### src/lj_macros.svh
// Widths, buffer sizes, table geometry and register map of the LJ evaluator
// Included by the package and by every module that sizes ports or decodes addresses
`ifndef LJ_MACROS_SVH
`define LJ_MACROS_SVH

// Datapath widths
`define LJ_POS_W          12
`define LJ_ID_W           21
`define LJ_FORCE_W        32
`define LJ_COEF_W         16

// Config bus widths
`define LJ_AXI_ADDR_W     12
`define LJ_AXI_DATA_W     32

// Coefficient table geometry
`define LJ_BIN_NUM        64
`define LJ_BIN_SHIFT      20

// Buffer depths
`define LJ_IN_DEPTH       4
`define LJ_OUT_DEPTH      16

// Byte offsets of the config registers
// CTRL bit 0 enables the path and bit 1 clears the pair counters
`define LJ_REG_CTRL       12'h000
`define LJ_REG_CUTOFF     12'h004
`define LJ_REG_PAIRS_IN   12'h008
`define LJ_REG_PAIRS_KEPT 12'h00C
`define LJ_TABLE_BASE     12'h100

`endif
### src/lj_pkg.sv
// Types shared by the LJ evaluator RTL and its testbench
// Compile before any module that imports it
`include "lj_macros.svh"

package lj_pkg;

	// Signed particle coordinate
	typedef logic signed [`LJ_POS_W-1:0] pos_t;

	// One extra bit so the difference of two coordinates never overflows
	typedef logic signed [`LJ_POS_W:0] disp_t;

	// Sum of three squared displacements
	typedef logic [2*`LJ_POS_W+1:0] r2_t;

	// Packed cell ids plus address inside the cell
	typedef logic [`LJ_ID_W-1:0] pid_t;

	// Table coefficient and force component
	typedef logic signed [`LJ_COEF_W-1:0] coef_t;
	typedef logic signed [`LJ_FORCE_W-1:0] force_t;

	// Coefficient table index
	typedef logic [$clog2(`LJ_BIN_NUM)-1:0] bin_t;

	// Filter stall tracking
	typedef enum logic {
		FLT_RUN,
		FLT_HOLD
	} filter_state_e;

endpackage

### src/lj_config_regs.sv
`timescale 1ns/1ns
// AXI4-Lite register block for the LJ evaluator
// Holds enable and cutoff, counts received and kept pairs
// Writes into the table window become single-cycle table writes
`include "lj_macros.svh"

module lj_config_regs (
	input  logic                      clock,
	input  logic                      rst,
	input  logic [`LJ_AXI_ADDR_W-1:0] s_axi_awaddr,
	input  logic                      s_axi_awvalid,
	output logic                      s_axi_awready,
	input  logic [`LJ_AXI_DATA_W-1:0] s_axi_wdata,
	input  logic [3:0]                s_axi_wstrb,
	input  logic                      s_axi_wvalid,
	output logic                      s_axi_wready,
	output logic [1:0]                s_axi_bresp,
	output logic                      s_axi_bvalid,
	input  logic                      s_axi_bready,
	input  logic [`LJ_AXI_ADDR_W-1:0] s_axi_araddr,
	input  logic                      s_axi_arvalid,
	output logic                      s_axi_arready,
	output logic [`LJ_AXI_DATA_W-1:0] s_axi_rdata,
	output logic [1:0]                s_axi_rresp,
	output logic                      s_axi_rvalid,
	input  logic                      s_axi_rready,
	input  logic                      pair_in,
	input  logic                      pair_kept,
	output logic                      enable,
	output lj_pkg::r2_t               cutoff_2,
	output logic                      tab_we,
	output lj_pkg::bin_t              tab_addr,
	output lj_pkg::coef_t             tab_data
);
	import lj_pkg::*;

	localparam logic [1:0] RESP_OKAY = 2'b00;
	localparam logic [1:0] RESP_SLVERR = 2'b10;

	// Write address and data are captured independently
	logic aw_held;
	logic w_held;
	logic [`LJ_AXI_ADDR_W-1:0] aw_addr;
	logic [`LJ_AXI_DATA_W-1:0] w_data;
	logic [3:0] w_strb;
	logic wr_fire;
	logic hit_ctrl;
	logic hit_cutoff;
	logic hit_count;
	logic hit_table;
	logic [`LJ_AXI_DATA_W-1:0] ctrl_new;
	logic [`LJ_AXI_DATA_W-1:0] cutoff_q;
	logic cnt_clr;
	logic [31:0] pairs_in_q;
	logic [31:0] pairs_kept_q;
	logic [`LJ_AXI_DATA_W-1:0] rd_value;
	logic rd_hit;

	// Byte lane merge under wstrb
	function automatic logic [`LJ_AXI_DATA_W-1:0] merge(
		input logic [`LJ_AXI_DATA_W-1:0] old,
		input logic [`LJ_AXI_DATA_W-1:0] data,
		input logic [3:0] strb
	);
		logic [`LJ_AXI_DATA_W-1:0] res;
		res = old;
		for (int b = 0; b < 4; b++) begin
			if (strb[b]) begin
				res[8*b +: 8] = data[8*b +: 8];
			end
		end
		return res;
	endfunction

	assign s_axi_awready = !aw_held;
	assign s_axi_wready = !w_held;
	assign s_axi_arready = !s_axi_rvalid;

	// Commit once both halves are in and the last response has gone
	assign wr_fire = aw_held && w_held && !s_axi_bvalid;

	// Write decode
	assign hit_ctrl = (aw_addr == `LJ_REG_CTRL);
	assign hit_cutoff = (aw_addr == `LJ_REG_CUTOFF);
	// Counters accept writes and ignore them
	assign hit_count = (aw_addr == `LJ_REG_PAIRS_IN) || (aw_addr == `LJ_REG_PAIRS_KEPT);
	assign hit_table = (aw_addr >= `LJ_TABLE_BASE) &&
		(aw_addr < `LJ_TABLE_BASE + 4 * `LJ_BIN_NUM) && (aw_addr[1:0] == 2'b00);
	assign ctrl_new = merge(`LJ_AXI_DATA_W'(enable), w_data, w_strb);

	assign cutoff_2 = r2_t'(cutoff_q);

	// Read decode
	always_comb begin
		rd_hit = 1'b1;
		case (s_axi_araddr)
			`LJ_REG_CTRL: rd_value = `LJ_AXI_DATA_W'(enable);
			`LJ_REG_CUTOFF: rd_value = cutoff_q;
			`LJ_REG_PAIRS_IN: rd_value = pairs_in_q;
			`LJ_REG_PAIRS_KEPT: rd_value = pairs_kept_q;
			default: begin
				rd_value = '0;
				rd_hit = 1'b0;
			end
		endcase
	end

	// Write channel capture
	always_ff @(posedge clock) begin
		if (s_axi_awvalid && s_axi_awready) begin
			aw_addr <= s_axi_awaddr;
		end
		if (s_axi_wvalid && s_axi_wready) begin
			w_data <= s_axi_wdata;
			w_strb <= s_axi_wstrb;
		end
	end

	// Write handshake, registers and table port
	always_ff @(posedge clock) begin
		if (rst) begin
			aw_held <= 1'b0;
			w_held <= 1'b0;
			s_axi_bvalid <= 1'b0;
			s_axi_bresp <= RESP_OKAY;
			enable <= 1'b0;
			cutoff_q <= '0;
			cnt_clr <= 1'b0;
			tab_we <= 1'b0;
		end else begin
			cnt_clr <= 1'b0;
			tab_we <= 1'b0;
			if (s_axi_awvalid && s_axi_awready) begin
				aw_held <= 1'b1;
			end
			if (s_axi_wvalid && s_axi_wready) begin
				w_held <= 1'b1;
			end
			if (s_axi_bvalid && s_axi_bready) begin
				s_axi_bvalid <= 1'b0;
			end
			if (wr_fire) begin
				aw_held <= 1'b0;
				w_held <= 1'b0;
				s_axi_bvalid <= 1'b1;
				s_axi_bresp <= (hit_ctrl || hit_cutoff || hit_count || hit_table) ?
					RESP_OKAY : RESP_SLVERR;
				if (hit_ctrl) begin
					enable <= ctrl_new[0];
					// Self-clearing
					cnt_clr <= ctrl_new[1];
				end
				if (hit_cutoff) begin
					cutoff_q <= merge(cutoff_q, w_data, w_strb);
				end
				tab_we <= hit_table;
			end
		end
	end

	// Table word offset and data
	always_ff @(posedge clock) begin
		if (wr_fire && hit_table) begin
			tab_addr <= bin_t'((aw_addr - `LJ_TABLE_BASE) >> 2);
			tab_data <= coef_t'(w_data);
		end
	end

	// Pair counters wrap at 32 bits
	always_ff @(posedge clock) begin
		if (rst || cnt_clr) begin
			pairs_in_q <= '0;
			pairs_kept_q <= '0;
		end else begin
			pairs_in_q <= pairs_in_q + 32'(pair_in);
			pairs_kept_q <= pairs_kept_q + 32'(pair_kept);
		end
	end

	// Read channel
	always_ff @(posedge clock) begin
		if (rst) begin
			s_axi_rvalid <= 1'b0;
			s_axi_rresp <= RESP_OKAY;
		end else if (s_axi_arvalid && s_axi_arready) begin
			s_axi_rvalid <= 1'b1;
			s_axi_rresp <= rd_hit ? RESP_OKAY : RESP_SLVERR;
		end else if (s_axi_rready) begin
			s_axi_rvalid <= 1'b0;
		end
	end

	// Read data
	always_ff @(posedge clock) begin
		if (s_axi_arvalid && s_axi_arready) begin
			s_axi_rdata <= rd_value;
		end
	end

endmodule

### config.mk
export PLATFORM = sky130hd
export DESIGN_NAME = lj_config_regs
export DESIGN_NICKNAME = d
export VERILOG_FILES = /design/src/lj_pkg.sv /design/src/lj_config_regs.sv
export VERILOG_INCLUDE_DIRS = /design/src
export SDC_FILE = /design/constraint.sdc
export NUM_CORES = 1
export LEC_CHECK = 0
export BUFFER_PORTS_ARGS = -buffer_cell sky130_fd_sc_hd__buf_2
export CAP_MARGIN = 5
export CORE_MARGIN = 2
export CORE_UTILIZATION = 55
export CTS_CLUSTER_DIAMETER = 40
export CTS_CLUSTER_SIZE = 24
export DETAILED_ROUTE_END_ITERATION = 8
export PLACE_DENSITY = 0.86
export SLEW_MARGIN = 5
export SYNTH_ARGS = -nofsm -noshare
export SYNTH_HDL_FRONTEND = slang
export SYNTH_SLANG_ARGS = --single-unit
### constraint.sdc
create_clock -name clock -period 4.48 [get_ports clock]
set_clock_uncertainty 0.2 [all_clocks]
set_input_delay 1.344 -clock clock [delete_from_list [all_inputs] [get_ports clock]]
set_output_delay 1.344 -clock clock [all_outputs]
set_load 0.05 [all_outputs]
# Word-level counts from Yosys, hierarchy flattened
# Index checks and enable logic that the tools add are counted.
# word_totals
out_inout_bits	91
latchBits	0
ramBits	0
memories	0
input_bits	69
rom_bits	0
regBits	209
# classes
reduce_logical	32
div_mod_pow	0
shift	0
addsub	3
muxes	8
eq_ne	6
bitwise_logic	3
n_lt_le_gt_ge	2
mul	0
# op_table
op	count
case mux 32 bit (4 select lines)	1
adder 32 x 1 -> 32 bit	2
== test 12 x 4 -> 1 bit, second input constant	4
== test 12 x 3 -> 1 bit, second input constant	2
zero test 12 bit	2
AND reduction 3 bit	5
greater-or-equal comparator 12 x 9 -> 1 bit, second input constant	1
< comparator 12 x 10 -> 1 bit, second input constant	1
logical AND 1 bit	9
OR reduction 4 bit	2
subtractor 8 x 1 -> 8 bit, second input constant	1
logical OR 1 bit	5
two-way mux 1 bit	5
zero test 1 bit	4
two-way mux 2 bit	2
nonzero test 2 bit	2
OR reduction 2 bit	2
inverter 1 bit	3
zero test 2 bit	1

# Longest topological paths before layout
# Gate-level depths: netlist (run 1).
# depth
depth_word	5
mapped_depth	7
depth_no_buf	6

# Worst setup path after synthesis (run 1)
# Ideal clock, no wire load.
# synth_timing
kind	input to register
start	input s_axi_wvalid
end	register w_data[0], enable pin
slack_ps	884
required_ps	3846
t_arrival_ps	2962
path_stages	1
setup_time_ps	434
path_cell_list	nor2b_1
# synth_between
elab_chain_len	1
# synth_rtl
item	line	rtl
start: declaration	lj_config_regs.sv:15	input logic s_axi_wvalid,
logical AND 1 bit	lj_config_regs.sv:113	if (s_axi_wvalid && s_axi_wready) begin
end signal: assignment	lj_config_regs.sv:114	w_data <= s_axi_wdata;
end: declaration	lj_config_regs.sv:44	logic [`LJ_AXI_DATA_W-1:0] w_data;
# No other way between the ends.
# A chain may end at the register's enable or synchronous reset.

# Final worst setup path (run 1)
# layout_timing
start	input pair_kept
end	register pairs_kept_q[22]
# layout_between
elab_chain_len	1
# layout_rtl
item	line	rtl
start: declaration	lj_config_regs.sv:28	input logic pair_kept,
adder 32 x 1 -> 32 bit	lj_config_regs.sv:176	pairs_kept_q <= pairs_kept_q + 32'(pair_kept);
end signal: assignment	lj_config_regs.sv:176	
end: declaration	lj_config_regs.sv:55	logic [31:0] pairs_kept_q;
# No other way between the ends.

==> impl_metrics.py, run 1 <==
metrics = {
    "yosys": {
        "avgSynthCellArea_um2": 11.0,
        "synthCells": 794,
        "ys_ff_latch": 207,
        "yosysWarnings": 0,
        "synth_edf_count": 102,
        "synth_cell_types": 48,
        "yosys_most_used_dff": "dfxtp_1",
        "async_flop_share_pct": 0,
        "netlist_area_um2": 8770,
        "seq_area_frac_synth_pct": 58.9,
    },
    "sta": {
        "setup_viol": 0,
        "hold_ws_ps": 246,
        "fin_crit_ps": 2920,
        "relSlewSlack_pct": 23.1,
        "drv_slew": 0,
        "rsz0062_at_grt": "no",
        "final.setup.tns_ps": 0,
        "hold_viol_final": 0,
        "worst_pin_slew_ps": 1150,
        "timing.fmax_ghz": 0.342,
        "fin_crit_sh_pct": 65.3,
    },
    "grt": {
        "grt_pass1_wl_um": 31900,
        "grt_max_degree": 55,
        "grt_overflow": 0,
        "track_usage_pct": 23.7,
        "antenna_found_initial": 0,
        "grt_pass1_vias": 6274,
    },
    "clock_network": {
        "htreeDepth": 1,
        "cts.sinks": 207,
        "numCtsBuffers": 24,
        "cts_resized": 0,
        "cts_buffer_depth": 3,
        "cts_root_buffer": "clkbuf_16",
        "cts_tree": "built",
        "clkTransAtPathRegs_ps": 60,
        "postCtsHoldBufs": 0,
        "clkLatencyLatePin_ps": 520,
        "post_cts_buffers": 0,
    },
    "detailed_routing": {
        "first_pass_iters": 5,
        "drc_errors": 0,
        "drt-total-wl_um": 20400,
        "ant_nets": 0,
        "vias_per_cell": 5.84,
        "vias": 6669,
        "drtIter0Drc": 494,
        "wire_per_inst_um": 17.9,
    },
    "floorplan": {
        "io-pin-count": 160,
        "rows": 46,
        "core-area_um2": 15700,
        "die_x_um": 130,
        "fp.dieH_um": 130,
        "initial_core_util_pct": 55.8,
        "die-area_um2": 17000,
    },
    "run_status": {
        "status": "finished, final reports clean",
    },
    "final_layout": {
        "num_antenna_cells": 0,
        "final_cell_mix": "buf_2, dfxtp_1, edfxtp_1",
        "fin_nets": 982,
        "drive_above_1_share_pct": 27.1,
        "layout_commonest_cell": "buf_2",
        "area_delta_synth_final_pct": 17.1,
    },
    "hold_path": {
        "hp-start": "w_data[10]$_DFFE_PP_",
        "hold_depth": 0,
        "hold_end": "tab_data[10]$_DFFE_PP_",
        "min_path_type": "flip-flop to flip-flop",
    },
    "power": {
        "pwr_density_cell_nw_per_um2": 404,
        "ir_worst_vdd_uv": 331,
        "power_mw": 4.15,
        "p_leak_nw": 3.66,
    },
    "placed_design": {
        "place.gp.congestion": 0.896,
        "port_buffers": 157,
        "dp_hpwl_um": 13900,
    },
    "setup_path": {
        "crit_path_max_fanout": 13,
        "reg2reg_from": "w_held$_SDFFE_PP0P_",
        "crit_required_ps": 4730,
        "critPathCaptureType": "flip-flop",
        "crit_arrival_ps": 3170,
        "criticalPathCategory": "primary input to flip-flop",
        "startpoint_type": "primary input",
        "rrSetupSlack_ps": 1840,
        "rr_endpoint": "tab_data[11]$_DFFE_PP_",
        "rr_worst_depth": 4,
    },
    "flow_run": {
        "maxCapViolCount": 0,
    },
}
-- critical path: stages --
cell and delay, ps:
buf_2 90, ha_1 160, ha_1 230, nand4_1 220, or3_4 460, or4_1 520, a21oi_1 150
-- layer usage --
layer | track usage, % | share of wire [%] | vias to the layer above
li1 | - | - | 3165
met1 | 30.5 | 40 | 3152
met2 | 39.7 | 49 | 309
met3 | 5.33 | 8.3 | 43
met4 | 8.73 | 2.5 | 0
met5 | 0 | 0 | -
-- cells in the mapped netlist, drive strengths merged, types with 17 or more instances --
| master | n | share of area, % |
|---|---|---|
| a22oi | 31 | 2.7 |
| or3 | 28 | 2.1 |
| nor4 | 17 | 1.3 |
| buf | 32 | 2.8 |
| nand2 | 35 | 1.5 |
| dfxtp | 105 | 24 |
| a21oi | 57 | 3.3 |
| clkbuf | 46 | 2.0 |
| edfxtp | 102 | 35 |
| o21ai | 44 | 2.5 |
| mux2 | 31 | 4.0 |
| nand3 | 53 | 3.0 |
| nor2 | 61 | 2.6 |
-- sequential cells by signal, indices dropped and copies added (netlist names), 4 cells and up --
name          count
pairs_kept_q     32
cutoff_q         32
s_axi_rdata      32
pairs_in_q       32
tab_addr          6
w_strb            4
w_data           32
tab_data         16
aw_addr          12
-- worst max path at each step --
stage | start | end | depth (start not counted) | slack, ps
detailed placement | pair_kept | pairs_kept_q[22]$_SDFF_PP0_ | 7 | 1050
global placement | pair_kept | pairs_kept_q[28]$_SDFF_PP0_ | 7 | 1090
finish | pair_kept | pairs_kept_q[22]$_SDFF_PP0_ | 7 | 1560
floorplan | s_axi_wvalid | w_data[0]$_DFFE_PP_ | 1 | 880
CTS | pair_kept | pairs_kept_q[28]$_SDFF_PP0_ | 7 | 1580
global route | pair_kept | pairs_kept_q[28]$_SDFF_PP0_ | 7 | 1400
-- area by class of cell --
cell class | count | area (µm²)
inverter | 13 | 48.8
sequential | 207 | 5160
clock inverter | 9 | 83.8
fill | 1140 | 5450
multi-input combinational | 497 | 3150
tap | 216 | 270
clock buffer | 34 | 693
timing repair buffer | 166 | 853
-- report_power, final --
group,internal [mW],switching (mW),leakage (nW),total (mW)
combinational,0.0591,0.152,1.46,0.211
clock,1.10,0.774,0.374,1.87
sequential,2.04,0.0238,1.82,2.06
-- stage by stage --
step / utilization [%] / worst slack, ps / cells / area (µm²)
3_5_place_dp: 60.4 / 1050 / 1099 / 9490
5_1_grt: 65.3 / 1400 / 1142 / 10300
4_1_cts: 65.3 / 1580 / 1142 / 10300
3_3_place_gp: 60.4 / 1090 / 1099 / 9490
6_report: 65.3 / 1560 / 1142 / 10300
2_1_floorplan: - / 884 / 795 / 8770
-- cell families (layout without fill, tap and decap cells) --
| logic type | count (synthesis) | count (layout) | share of synthesized area (%) |
|---|---|---|---|
| muxes | 42 | 42 | 5.38 |
| adders and majority gates | 4 | 4 | 0.571 |
| AOI/OAI and AO/OA | 161 | 161 | 11.1 |
| and+or+nand+nor | 267 | 267 | 16.6 |
| xor gates and xnor gates | 21 | 21 | 2.10 |
| other | 1 | 2 | 0.0428 |
| buffers and inverters | 91 | 222 | 5.37 |
| DFF | 207 | 207 | 58.9 |
No activity file was read; power rests on OpenSTA's default activity.
==> inputs of run 2 (changes only) <==
--- a/config.mk
+++ b/config.mk
@@ -9,11 +9,11 @@
 export BUFFER_PORTS_ARGS = -buffer_cell sky130_fd_sc_hd__buf_2
 export CAP_MARGIN = 5
 export CORE_MARGIN = 2
-export CORE_UTILIZATION = 55
+export CORE_UTILIZATION = 50
 export CTS_CLUSTER_DIAMETER = 40
 export CTS_CLUSTER_SIZE = 24
 export DETAILED_ROUTE_END_ITERATION = 8
-export PLACE_DENSITY = 0.86
+export PLACE_DENSITY = 0.83
 export SLEW_MARGIN = 5
 export SYNTH_ARGS = -nofsm -noshare
 export SYNTH_HDL_FRONTEND = slang
==> constraint.sdc (replaced) <==
create_clock -name clock -period 2.6 [get_ports clock]
set_clock_uncertainty 0.2 [all_clocks]
set_input_delay 0.78 -clock clock [delete_from_list [all_inputs] [get_ports clock]]
set_output_delay 0.78 -clock clock [all_outputs]
set_load 0.05 [all_outputs]
==> impl_metrics.py, run 2 (same netlist as run 1, synthesis figures left out) <==
metrics = {
    "clock_network": {
        "htreeDepth": 1,
        "cts_root_buffer": "clkbuf_16",
        "numCtsBuffers": 24,
        "postCtsHoldBufs": 0,
        "cts_buffer_depth": 3,
        "post_cts_buffers": 0,
        "cts_resized": 0,
        "cts.sinks": 207,
        "clkTransAtPathRegs_ps": 60,
        "clkLatencyLatePin_ps": 510,
        "cts_tree": "built",
    },
    "detailed_routing": {
        "drtIter0Drc": 626,
        "first_pass_iters": 7,
        "vias_per_cell": 5.77,
        "wire_per_inst_um": 17.8,
        "ant_nets": 0,
        "vias": 6762,
        "drt-total-wl_um": 20800,
        "drc_errors": 0,
    },
    "placed_design": {
        "place_inst": 1128,
        "dp_hpwl_um": 14200,
        "place.gp.congestion": 0.893,
        "port_buffers": 157,
        "dpl_cell_area_um2": 9700,
        "post-place-ws_ps": -99.5,
    },
    "flow_run": {
        "maxCapViolCount": 0,
    },
    "final_layout": {
        "fin_nets": 1002,
        "design_area_um2": 10500,
        "num_antenna_cells": 0,
        "fillCellCount": 1303,
        "regArea_um2": 5160,
        "multiInputGateArea_um2": 3170,
        "area_delta_synth_final_pct": 20.1,
        "drive_above_1_share_pct": 29.3,
        "layout_commonest_cell": "buf_2",
        "final_cell_mix": "buf_2, dfxtp_1, edfxtp_1",
        "fin_cells": 1172,
    },
    "hold_path": {
        "min_path_type": "primary input to flip-flop",
    },
    "floorplan": {
        "fp.dieH_um": 136,
        "die-area_um2": 18600,
        "core-area_um2": 17200,
        "initial_core_util_pct": 50.9,
        "io-pin-count": 160,
        "die_x_um": 136,
        "rows": 48,
    },
    "setup_path": {
        "crit_required_ps": 2820,
        "critPathCaptureType": "flip-flop",
        "crit_path_max_fanout": 15,
        "rrSetupSlack_ps": 330,
        "crit_arrival_ps": 2490,
        "startpoint_type": "flip-flop",
        "criticalPathCategory": "flip-flop to flip-flop",
    },
    "grt": {
        "grt_pass1_vias": 6488,
        "grt_overflow": 0,
        "track_usage_pct": 22.5,
        "grt_max_degree": 48,
        "antenna_found_initial": 0,
        "grt_pass1_wl_um": 33000,
    },
    "sta": {
        "relSlewSlack_pct": 13.3,
        "rsz0062_at_grt": "no",
        "timing.fmax_ghz": 0.441,
        "fin_crit_ps": 2270,
        "worst_pin_slew_ps": 1290,
        "final.setup.tns_ps": 0,
        "hold_viol_final": 0,
        "finalWorstSetupSlack_ps": 330,
        "setup_viol": 0,
        "fin_crit_sh_pct": 87.3,
        "drv_slew": 0,
    },
    "power": {
        "p_leak_nw": 3.79,
        "ir_worst_vdd_uv": 671,
        "power_mw": 7.36,
        "pwr_density_cell_nw_per_um2": 699,
    },
    "run_status": {
        "status": "finished, final reports clean",
    },
}
## run 2: cell count changes in the layout (fill, tap and decap cells not counted), sizes merged
cell    previous run  this run
inv               17        18
bufinv             0         2
clkinv             3         7
clkbuf            34        28
buf              166       186
## run 2: report_power, final
| group | leakage [nW] | switching [mW] | internal [mW] |
|---|---|---|---|
| Sequential | 1.82 | 0.0425 | 3.52 |
| Combinational | 1.56 | 0.267 | 0.113 |
| Clock | 0.408 | 1.35 | 2.07 |
| Total | 3.79 | 1.66 | 5.70 |
## run 2: path summary, 6_finish.rpt
| check | startpoint | to | cells after the start |
|---|---|---|---|
| worst max register to register | pairs_kept_q[18]$_SDFF_PP0_ | pairs_kept_q[27]$_SDFF_PP0_ | 4 |
| worst min register to register | w_data[5]$_DFFE_PP_ | tab_data[5]$_DFFE_PP_ | 0 |
| worst max-delay path | pairs_kept_q[18]$_SDFF_PP0_ | pairs_kept_q[27]$_SDFF_PP0_ | 4 |
| worst min-delay path | s_axi_awaddr[5] | aw_addr[5]$_DFFE_PP_ | 1 |
## run 2: metrics by stage
| step | utilization [%] | hold slack, ps |
|---|---|---|
| finish | 61.1 | 240 |
| detailed placement | 56.3 | 233 |
| CTS | 61.1 | 230 |
| global route | 61.1 | 224 |
| global placement | 56.3 | 232 |
| floorplan | - | 226 |
## run 2: layout make-up
class                   count  share of cell area [%]
clock buffers              28                    6.35
clock inverters            16                    1.54
inverters                  13                   0.463
multi-input cells         497                    30.1
flip-flops and latches    207                    49.1
well taps                 225                    2.67
repair buffers            186                    9.77
## run 2: critical path, cell delays in order, from the launching register on
cell and delay (ps):
dfxtp_1 440, nand3_1 180, or4_4 660, or4_1 530, a21oi_1 180
## run 2: metal layers
layer	global-route usage, %	up-vias	part of all wire, %	wire length [µm]
li1	-	3203	-	-
met1	28.3	3179	39	8200
met2	36.8	316	48	9900
met3	5.18	64	8.8	1830
met4	10.6	0	4.4	908
met5	0	-	0	0
==> inputs of run 3 (changes only) <==
--- a/config.mk
+++ b/config.mk
@@ -7,9 +7,9 @@
 export NUM_CORES = 1
 export LEC_CHECK = 0
 export BUFFER_PORTS_ARGS = -buffer_cell sky130_fd_sc_hd__buf_2
-export CAP_MARGIN = 5
 export CORE_MARGIN = 2
 export CORE_UTILIZATION = 50
+export CTS_BUF_LIST = sky130_fd_sc_hd__clkbuf_16
 export CTS_CLUSTER_DIAMETER = 40
 export CTS_CLUSTER_SIZE = 24
 export DETAILED_ROUTE_END_ITERATION = 8
==> impl_metrics.py, run 3 (same netlist as run 1, synthesis figures left out) <==
metrics = {
    "clock_network": {
        "htreeDepth": 1,
        "clkLatencyLatePin_ps": 520,
        "numCtsBuffers": 24,
        "postCtsHoldBufs": 0,
        "cts_resized": 0,
        "clkTransAtPathRegs_ps": 60,
        "cts_tree": "built",
        "cts_root_buffer": "clkbuf_16",
        "cts.sinks": 207,
        "cts_buffer_depth": 3,
        "post_cts_buffers": 0,
    },
    "run_status": {
        "status": "finished, final reports clean",
    },
    "power": {
        "power_frac_clock_pct": 46.3,
        "p_sw_mw": 1.66,
        "power_mw": 7.33,
        "p_leak_nw": 3.79,
        "intPower_mw": 5.66,
        "p_comb_share_pct": 5.2,
        "p_sw_share_pct": 22.7,
        "pwr-share-seq_pct": 48.6,
        "pwr_density_cell_nw_per_um2": 696,
        "ir_worst_vdd_uv": 639,
    },
    "sta": {
        "relSlewSlack_pct": 12.0,
        "fin_crit_sh_pct": 87.2,
        "fin_crit_ps": 2270,
        "rsz0062_at_grt": "no",
        "setup_viol": 0,
        "worst_pin_slew_ps": 1310,
        "final.setup.tns_ps": 0,
        "hold_viol_final": 0,
        "finalWorstSetupSlack_ps": 334,
        "hold_ws_ps": 239,
        "timing.fmax_ghz": 0.441,
        "drv_slew": 0,
    },
    "flow_run": {
        "maxCapViolCount": 0,
    },
    "setup_path": {
        "criticalPathCategory": "flip-flop to flip-flop",
        "crit_arrival_ps": 2490,
        "crit_required_ps": 2820,
        "crit_path_max_fanout": 15,
        "crit_family": "simple AND/OR/NAND/NOR gates",
        "path_cells": "nand3_1 -> or4_4 -> or4_1 -> a21oi_1",
        "critical_path.max_stage_delay_ps": 660,
        "crit_slowest_cell": "or4_4",
        "cp_num_buf_inv": 0,
        "critPathCaptureType": "flip-flop",
        "startpoint_type": "flip-flop",
        "rrSetupSlack_ps": 330,
    },
    "detailed_routing": {
        "ant_nets": 0,
        "drc_errors": 0,
        "drt-total-wl_um": 20700,
        "vias_per_cell": 5.79,
        "drtIter0Drc": 686,
        "first_pass_iters": 6,
        "vias": 6790,
        "wire_per_inst_um": 17.7,
    },
    "floorplan": {
        "io-pin-count": 160,
        "initial_core_util_pct": 50.9,
        "core-area_um2": 17200,
        "rows": 48,
        "die-area_um2": 18600,
        "fp.dieH_um": 136,
        "die_x_um": 136,
    },
    "final_layout": {
        "area_delta_synth_final_pct": 20.0,
        "design_area_um2": 10500,
        "fin_cells": 1172,
        "layout_commonest_cell": "buf_2",
        "fillCellCount": 1305,
        "final_cell_mix": "buf_2, dfxtp_1, edfxtp_1",
        "fin_nets": 1002,
        "fin_util_pct": 61.0,
        "num_antenna_cells": 0,
        "drive_above_1_share_pct": 29.1,
    },
    "placed_design": {
        "dpl_cell_area_um2": 9700,
        "place.gp.congestion": 0.893,
        "place_inst": 1128,
        "dp_hpwl_um": 14200,
        "post-place-ws_ps": -99.5,
        "port_buffers": 157,
    },
    "grt": {
        "antenna_found_initial": 0,
        "grt_pass1_wl_um": 32900,
        "grt_max_degree": 48,
        "grt_overflow": 0,
        "grt_pass1_vias": 6460,
        "track_usage_pct": 22.4,
    },
    "hold_path": {
        "min_path_type": "primary input to flip-flop",
    },
}
## run 3: power by group through the flow
stage / Sequential [mW] / Combinational [mW] / Clock [mW]
2_1_floorplan: 3.72 / 0.146 / 0
3_3_place_gp: 3.62 / 0.374 / 0
3_5_place_dp: 3.63 / 0.380 / 0
4_1_cts: 3.56 / 0.382 / 3.43
5_1_grt: 3.56 / 0.407 / 3.56
6_report: 3.56 / 0.380 / 3.39
## run 3: final timing paths
path	depth (start not counted)	end	start
min reg2reg	0	tab_data[5]$_DFFE_PP_	w_data[5]$_DFFE_PP_
min	1	w_data[6]$_DFFE_PP_	s_axi_wdata[6]
max	4	pairs_kept_q[27]$_SDFF_PP0_	pairs_kept_q[18]$_SDFF_PP0_
max reg2reg	4	pairs_kept_q[27]$_SDFF_PP0_	pairs_kept_q[18]$_SDFF_PP0_
## run 3: metal layers
metal | GRT usage, % | part of all wire, % | vias up | wire (µm)
met5 | 0 | 0 | - | 0
met4 | 10.2 | 4.3 | 0 | 886
met1 | 28.6 | 40 | 3206 | 8320
met3 | 4.92 | 8.4 | 66 | 1740
met2 | 36.6 | 47 | 312 | 9770
li1 | - | - | 3206 | -
## run 3: worst reg2reg max path: stages (launching register included)
cell and delay, ps:
dfxtp_1 450, nand3_1 190, or4_4 660, or4_1 530, a21oi_1 170
## run 3: final cells by class
cell class / count / area [µm²] / area share [%]
repair buffers: 186 / 1030 / 9.78
inverters: 13 / 48.8 / 0.464
multi-input cells: 497 / 3170 / 30.2
well taps: 225 / 282 / 2.68
clock inverters: 18 / 170 / 1.62
flip-flops and latches: 207 / 5160 / 49.1
clock buffers: 26 / 651 / 6.19
